### config.mk
export PLATFORM = sky130hd
export DESIGN_NAME = sifhTop
export DESIGN_NICKNAME = d
export VERILOG_FILES = /design/src/sifhPkg.sv /design/src/ramPortIf.sv /design/src/histogramBuilder.sv /design/src/peakFinder.sv /design/src/sifhTop.sv
export VERILOG_INCLUDE_DIRS = /design/src /design/src/src
export SDC_FILE = /design/constraint.sdc
export NUM_CORES = 1
export LEC_CHECK = 0
export BUFFER_PORTS_ARGS = -buffer_cell sky130_fd_sc_hd__buf_2
export CORE_MARGIN = 10
export CORE_UTILIZATION = 50
export CTS_CLUSTER_DIAMETER = 150
export CTS_CLUSTER_SIZE = 30
export DETAILED_ROUTE_END_ITERATION = 16
export HOLD_SLACK_MARGIN = 0.12
export PLACE_DENSITY = 0.72
export REMOVE_ABC_BUFFERS = 1
export SLEW_MARGIN = 20
export SYNTH_ARGS = -nofsm -noshare
export SYNTH_HDL_FRONTEND = slang
export SYNTH_SLANG_ARGS = --single-unit
### constraint.sdc
create_clock -name clk -period 3.2 [get_ports clk]
set_clock_uncertainty 0.1 [all_clocks]
set_input_delay 0.64 -clock clk [delete_from_list [all_inputs] [get_ports clk]]
set_output_delay 0.64 -clock clk [all_outputs]
set_load 0.01 [all_outputs]
### src/sifh_settings.svh
`ifndef SIFH_SETTINGS_SVH
`define SIFH_SETTINGS_SVH

// timestamp width from the TDC
`define Np 12

// bin index width, coarse bin is the upper field and fine bin the lower
`define Nb 6

// bins per histogram, equal to 2**Nb
`define BIN_NUM 64

// bin count width, counts saturate at all ones
`define peakMax 8

// hits accepted per pass
`define HITS_PER_HIS 32

`endif

### src/sifhPkg.sv
package sifhPkg;

    // measurement sequencer states
    typedef enum logic [2:0] {
        clear     = 3'd0, // zero the whole SRAM
        build     = 3'd1, // histogram incoming hits
        findPeak  = 3'd2, // sweep for the maximum bin
        setWindow = 3'd3, // latch coarse peak as filter
        report    = 3'd4  // result strobe
    } stateT;

    // which of the two histogram passes is running
    typedef enum logic {
        coarse = 1'b0, // bins from upper timestamp bits
        fine   = 1'b1  // bins from lower bits, windowed
    } passT;

endpackage

### src/ramPortIf.sv
`timescale 1ns/10ps
`include "sifh_settings.svh"

interface ramPortIf;

    logic [`Nb-1:0]      waddr;     // write address
    logic                wEnable;   // write strobe
    logic [`peakMax-1:0] newCounts; // write data
    logic [`Nb-1:0]      raddr;     // read address
    logic                rEnable;   // read strobe
    logic [`peakMax-1:0] counts;    // read data, one cycle after raddr

    // SRAM user side
    modport client (
        output waddr, wEnable, newCounts, raddr, rEnable,
        input  counts
    );

    // arbiter / SRAM side
    modport host (
        input  waddr, wEnable, newCounts, raddr, rEnable,
        output counts
    );

endinterface

### src/histogramBuilder.sv
`timescale 1ns/10ps
`include "sifh_settings.svh"

module histogramBuilder (
    input  logic                clk,
    input  logic                res,
    input  logic                start,
    input  sifhPkg::passT       pass,
    input  logic [`Nb-1:0]      window,
    input  logic [`Np-1:0]      data,
    input  logic                hit,
    output logic                wrEn,
    output logic                done,
    ramPortIf.client            mem
);

    localparam int HW = $clog2(`HITS_PER_HIS);
    localparam int unsigned LAST_HIT = `HITS_PER_HIS - 1;

    logic                active;    // accepting hits
    logic                busy;      // between start and done
    logic [HW-1:0]       hitCnt;    // accepted hits this pass
    logic                accept;
    logic                keep;      // hit passes the window filter
    logic [`Nb-1:0]      coarseBin;
    logic [`Nb-1:0]      bin;

    logic                s1Valid;   // read data arriving
    logic [`Nb-1:0]      s1Bin;
    logic                s2Valid;   // write in progress
    logic [`Nb-1:0]      s2Bin;
    logic [`peakMax-1:0] s2Count;
    logic                wbValid;   // write of the previous cycle
    logic [`Nb-1:0]      wbBin;
    logic [`peakMax-1:0] wbCount;

    logic [`peakMax-1:0] srcCount;  // newest known count of s1Bin
    logic [`peakMax-1:0] incCount;

    assign wrEn      = active;
    assign accept    = hit && active;
    assign coarseBin = data[`Np-1 -: `Nb];
    assign keep      = (pass == sifhPkg::coarse) || (coarseBin == window);
    assign bin       = (pass == sifhPkg::coarse) ? coarseBin : data[`Nb-1:0];

    // stage 1 read is issued in the accept cycle
    assign mem.raddr   = bin;
    assign mem.rEnable = accept && keep;

    // SRAM returns stale data while a same-bin write is pending or just landed
    always_comb begin
        if (s2Valid && (s2Bin == s1Bin)) begin
            srcCount = s2Count;    // hit right ahead
        end else if (wbValid && (wbBin == s1Bin)) begin
            srcCount = wbCount;    // written while we read
        end else begin
            srcCount = mem.counts;
        end
    end

    assign incCount = (srcCount == {`peakMax{1'b1}}) ? srcCount : srcCount + 1'b1;

    // stage 2 write
    assign mem.waddr     = s2Bin;
    assign mem.wEnable   = s2Valid;
    assign mem.newCounts = s2Count;

    assign done = busy && !active && !s1Valid && !s2Valid; // pipeline drained

    always_ff @(posedge clk or negedge res) begin
        if (!res) begin
            active  <= 1'b0;
            busy    <= 1'b0;
            hitCnt  <= '0;
            s1Valid <= 1'b0;
            s2Valid <= 1'b0;
            wbValid <= 1'b0;
        end else begin
            if (start) begin
                active <= 1'b1;
                busy   <= 1'b1;
                hitCnt <= '0;
            end else if (accept) begin
                hitCnt <= hitCnt + 1'b1;
                if (hitCnt == LAST_HIT[HW-1:0]) begin
                    active <= 1'b0; // quota reached, filtered hits included
                end
            end
            if (done) begin
                busy <= 1'b0;
            end
            s1Valid <= accept && keep;
            s2Valid <= s1Valid;
            wbValid <= s2Valid;
        end
    end

    always_ff @(posedge clk) begin
        s1Bin   <= bin;
        s2Bin   <= s1Bin;
        s2Count <= incCount;
        wbBin   <= s2Bin;
        wbCount <= s2Count;
    end

endmodule

### src/peakFinder.sv
`timescale 1ns/10ps
`include "sifh_settings.svh"

module peakFinder (
    input  logic                clk,
    input  logic                res,
    input  logic                start,
    output logic [`Nb-1:0]      peakBin,
    output logic [`peakMax-1:0] peakCount,
    output logic                done,
    ramPortIf.client            mem
);

    localparam int unsigned LAST_BIN = `BIN_NUM - 1;

    logic           reading;  // read sweep running
    logic [`Nb-1:0] rdAddr;
    logic           cmpValid; // mem.counts holds bin cmpBin
    logic [`Nb-1:0] cmpBin;

    assign mem.raddr   = rdAddr;
    assign mem.rEnable = reading;

    // read only client
    assign mem.waddr     = '0;
    assign mem.wEnable   = 1'b0;
    assign mem.newCounts = '0;

    always_ff @(posedge clk or negedge res) begin
        if (!res) begin
            reading  <= 1'b0;
            rdAddr   <= '0;
            cmpValid <= 1'b0;
            done     <= 1'b0;
        end else begin
            if (start) begin
                reading <= 1'b1;
                rdAddr  <= '0;
            end else if (reading) begin
                rdAddr <= rdAddr + 1'b1;
                if (rdAddr == LAST_BIN[`Nb-1:0]) begin
                    reading <= 1'b0;
                end
            end
            cmpValid <= reading;
            done     <= cmpValid && (cmpBin == LAST_BIN[`Nb-1:0]); // last compare done
        end
    end

    always_ff @(posedge clk) begin
        cmpBin <= rdAddr;
        // bin 0 seeds the maximum, strictly greater keeps ties at the lowest bin
        if (cmpValid && ((cmpBin == '0) || (mem.counts > peakCount))) begin
            peakBin   <= cmpBin;
            peakCount <= mem.counts;
        end
    end

endmodule

### src/sifhTop.sv
`timescale 1ns/10ps
`include "sifh_settings.svh"

module sifhTop (
    input  logic                clk,
    input  logic                res,
    input  logic [`Np-1:0]      data,
    input  logic                hit,
    input  logic [`peakMax-1:0] counts,
    output logic [`Nb-1:0]      waddr,
    output logic [`Nb-1:0]      raddr,
    output logic                wEnable,
    output logic                rEnable,
    output logic [`peakMax-1:0] newCounts,
    output logic                wrEn,
    output logic [2*`Nb-1:0]    peakBin,
    output logic [`peakMax-1:0] peakCount,
    output logic                peakValid
);

    localparam int unsigned LAST_BIN = `BIN_NUM - 1;

    sifhPkg::stateT      state;
    sifhPkg::stateT      nextState;
    sifhPkg::passT       pass;
    logic [`Nb-1:0]      clrCnt;    // clear write address
    logic                clrWe;     // clear write active
    logic [`Nb-1:0]      window;    // coarse peak bin
    logic                buildStart;
    logic                buildDone;
    logic                findStart;
    logic                findDone;
    logic                fineDone;
    logic [`Nb-1:0]      findBin;
    logic [`peakMax-1:0] findCount;

    ramPortIf bIf ();
    ramPortIf pIf ();

    histogramBuilder i_builder (
        .clk    (clk),
        .res    (res),
        .start  (buildStart),
        .pass   (pass),
        .window (window),
        .data   (data),
        .hit    (hit),
        .wrEn   (wrEn),
        .done   (buildDone),
        .mem    (bIf.client)
    );

    peakFinder i_finder (
        .clk       (clk),
        .res       (res),
        .start     (findStart),
        .peakBin   (findBin),
        .peakCount (findCount),
        .done      (findDone),
        .mem       (pIf.client)
    );

    // starts fire in the last cycle of the previous state
    assign buildStart = (state == sifhPkg::clear) && clrWe && (clrCnt == LAST_BIN[`Nb-1:0]);
    assign findStart  = (state == sifhPkg::build) && buildDone;
    assign fineDone   = (state == sifhPkg::findPeak) && findDone && (pass == sifhPkg::fine);

    always_comb begin
        nextState = state;
        case (state)
            sifhPkg::clear:     if (buildStart) nextState = sifhPkg::build;
            sifhPkg::build:     if (buildDone) nextState = sifhPkg::findPeak;
            sifhPkg::findPeak: begin
                if (findDone) begin
                    nextState = (pass == sifhPkg::coarse) ? sifhPkg::setWindow : sifhPkg::report;
                end
            end
            sifhPkg::setWindow: nextState = sifhPkg::clear; // fine pass reruns clear
            default:            nextState = sifhPkg::clear; // report
        endcase
    end

    always_ff @(posedge clk or negedge res) begin
        if (!res) begin
            state     <= sifhPkg::clear;
            pass      <= sifhPkg::coarse;
            clrWe     <= 1'b0;
            clrCnt    <= '0;
            peakValid <= 1'b0;
        end else begin
            state <= nextState;
            clrWe <= (nextState == sifhPkg::clear);
            if (clrWe) begin
                clrCnt <= clrCnt + 1'b1; // wraps to 0 for the next clear
            end
            if (state == sifhPkg::setWindow) begin
                pass <= sifhPkg::fine;
            end else if (state == sifhPkg::report) begin
                pass <= sifhPkg::coarse;
            end
            peakValid <= fineDone; // high during report only
        end
    end

    always_ff @(posedge clk) begin
        if (state == sifhPkg::setWindow) begin
            window <= findBin;
        end
        if (fineDone) begin
            peakBin   <= {window, findBin};
            peakCount <= findCount;
        end
    end

    // SRAM port owner follows the state
    always_comb begin
        waddr     = '0;
        raddr     = '0;
        wEnable   = 1'b0;
        rEnable   = 1'b0;
        newCounts = '0;
        case (state)
            sifhPkg::clear: begin
                waddr   = clrCnt;
                wEnable = clrWe;
            end
            sifhPkg::build: begin
                waddr     = bIf.waddr;
                wEnable   = bIf.wEnable;
                newCounts = bIf.newCounts;
                raddr     = bIf.raddr;
                rEnable   = bIf.rEnable;
            end
            sifhPkg::findPeak: begin
                waddr     = pIf.waddr;
                wEnable   = pIf.wEnable;
                newCounts = pIf.newCounts;
                raddr     = pIf.raddr;
                rEnable   = pIf.rEnable;
            end
            default: ;
        endcase
    end

    assign bIf.counts = counts;
    assign pIf.counts = counts;

endmodule

==> key figures <==
Status
  • Status: finished, final reports clean

Global routing
  • Largest net degree at the start of global routing: 32
  • GRT overflow: 0
  • Vias in the first global route: 2817
  • First-pass GRT wire length: 14500 um
  • Total track usage: 14.0%
  • Initial antenna violation count: 0

Cells and area
  • Most frequent cells in the layout: 66 x buf_2, 40 x dfxtp_1, 40 x edfxtp_1
  • Post-layout util: 58.9%
  • Layout cells sized above 1: 24.1%
  • Antenna cells: 0
  • Design Area, Final: 5090 um^2
  • Commonest non-fill, non-tap cell in the layout: buf_2
  • Final #Nets: 454
  • Layout area overhead: 15.7%

Placed design
  • DP HPWL: 6790 um
  • Global placement routability congestion: 0.804
  • Port bufs: 66
  • Post-Place Setup Slack: 520 ps
  • DP Area: 4850 um^2

Timing
  • Final hold slack: 212 ps
  • Part of the cycle the worst path needs: 86.2%
  • Slew Limit Headroom: 50.1%
  • Min Tclk post-route: 2760 ps
  • Fin. max-slew vios: 0
  • Worst-margin pin slew: 749 ps
  • Final hold violation count: 0
  • Setup Viol. Count Final: 0
  • Peak Freq: 363 MHz
  • RSZ-0062 raised after global routing: false
  • Fin Setup TNS: 0 ps
  • Final worst-path setup slack: 443 ps

Synth
  • Mapped cell area: 4400 um^2
  • Async SR Flop Fraction: 27.9%
  • Post-synth EDFFs: 40
  • Post-synthesis sequential area ratio: 63.2%
  • Cell accounting for the most synthesized area: edfxtp_1
  • Top_reg_cell synth: edfxtp_1
  • Yosys top cell area share: 27.3%
  • Syn Area/Cell: 12.6 um^2
  • Cells after synthesis: 348
  • Unique masters post-synth: 43
  • Flops & latches, synth: 111
  • Syn. warnings: 0
  • Top cells by area, synth: edfxtp_1 27%, dfxtp_1 18%, dfrtp_1 18%

Floorplan
  • Die Ht: 114 um
  • Ports: 67
  • Rows: 34
  • Die ar.: 12900 um^2
  • Die width: 114 um
  • Core area: 8640 um^2
  • Initial Util: 50.9%

Clock tree
  • # H-tree levels: 3
  • Root Buffer: clkbuf_8
  • Clock sink count: 111
  • Worst skew pair latency: 370 ps
  • Bufs on Longest Clock Path: 2
  • Hold Buf Count CTS: 0
  • CTS tree: built
  • Total setup buffers inserted after CTS: 0
  • CTS resizes: 0
  • CTS buffer count: 9
  • Clk pin slew, worst setup/hold paths: 100 ps

Worst setup path
  • WP data arrival: 2020 ps
  • CP Data Required Time: 2460 ps
  • Crit path from: state[0]
  • Startpoint Class: register
  • Worst setup EP type: output port
  • Crit Path Max Fanout: 22
  • CP Class: register to output port
  • Worst reg-to-reg setup slack: 640 ps
  • FF-to-FF Start: i_builder.s1Bin[3]
  • R2R depth: 8
  • Reg-to-reg endpoint: i_builder.mem.newCounts[6]

Power
  • Worst vdd ir: 0.195 mV
  • PD cells: 498 nW/um^2
  • LEAKAGE: 0.00221 uW

Route
  • Routed Antenna Nets: 0
  • Vias per cell: 5.31
  • Initial DRC count: 239
  • # DRC: 0
  • Avg WL per Cell: 16.9 um
  • Vias: 2827
  • 1st-pass router iterations: 4
  • Total Wirelength: 9010 um

Run
  • Number of max-cap violations: 0

Worst hold path
  • Worst Hold Class: input pin to asynchronous set/reset pin
-- worst max-delay path: stages, from the launching register on --
cell and delay (ps):
dfrtp_1 840, and2_1 450, a22o_1 220, buf_2 130
-- flip-flops by register name (all words and copies together) (netlist names), 8 cells and up --
register	cells
peakBin	12
peakCount	8
i_builder.wbCount	8
i_builder.mem.newCounts	8
i_finder.peakCount	8
-- synthesized netlist by cell type (5+ instances only) --
master / number
a21oi_1: 11
nor2_1: 31
o21ai_0: 5
a22o_1: 8
o21ai_1: 5
nand2_1: 20
nand4_1: 9
dfrtp_1: 31
mux2_2: 8
nor2b_1: 5
mux2i_1: 18
xor2_1: 15
xnor2_1: 17
dfxtp_1: 40
ha_1: 12
inv_1: 8
and3_1: 11
clkbuf_1: 9
edfxtp_1: 40
nand3_1: 12
-- how the worst max path moves through the flow --
stage               slack [ps]                    endpoint  cells after the start
finish                     440                    raddr[3]                      3
global placement           630         i_finder.peakBin[5]                      9
floorplan                  320  i_builder.mem.newCounts[6]                      7
detailed placement         520       i_finder.peakCount[4]                      9
CTS                        430                    raddr[3]                      3
global route               340                    raddr[2]                      3
-- metal layers --
metal  vias to the layer above  GRT usage, %  wire length (um)
met5                         -             0                 0
met2                        57          22.7              4340
met3                        10          3.46               443
met4                         0          5.33               121
met1                      1379          17.8              4110
li1                       1381             -                 -
-- where the power goes --
| part | switching (uW) | total (uW) | internal [uW] |
|---|---|---|---|
| logic | 49.1 | 90.6 | 41.5 |
| registers | 21.0 | 1510 | 1480 |
| clock network | 490 | 936 | 446 |
| total | 560 | 2530 | 1970 |
-- per-stage QoR --
step           instances  power [uW]
6_report             532        2530
2_1_floorplan        337        1580
3_3_place_gp         516        1620
4_1_cts              532        2550
5_1_grt              532        2620
3_5_place_dp         516        1630
-- cell families after synthesis --
logic type / after synthesis / synth area share [%]
adder cells (fa/ha/maj): 12 / 3.42
AND/OR/NAND/NOR: 104 / 12.1
AO/OA/AOI/OAI: 42 / 6.43
XOR/XNOR: 32 / 6.38
buffers and inverters: 19 / 1.71
multiplexers: 28 / 6.75
flip-flops: 111 / 63.2
-- cell type report --
type	instances	area, um^2
fillers	701	3550
flip-flops and latches	111	2780
well taps	108	135
multi-input cells	218	1540
clock inverters	5	70.1
inverters	8	30.0
clock buffers	11	163
repair buffers	71	368
Note: power is estimated with default switching activity, not from simulation.
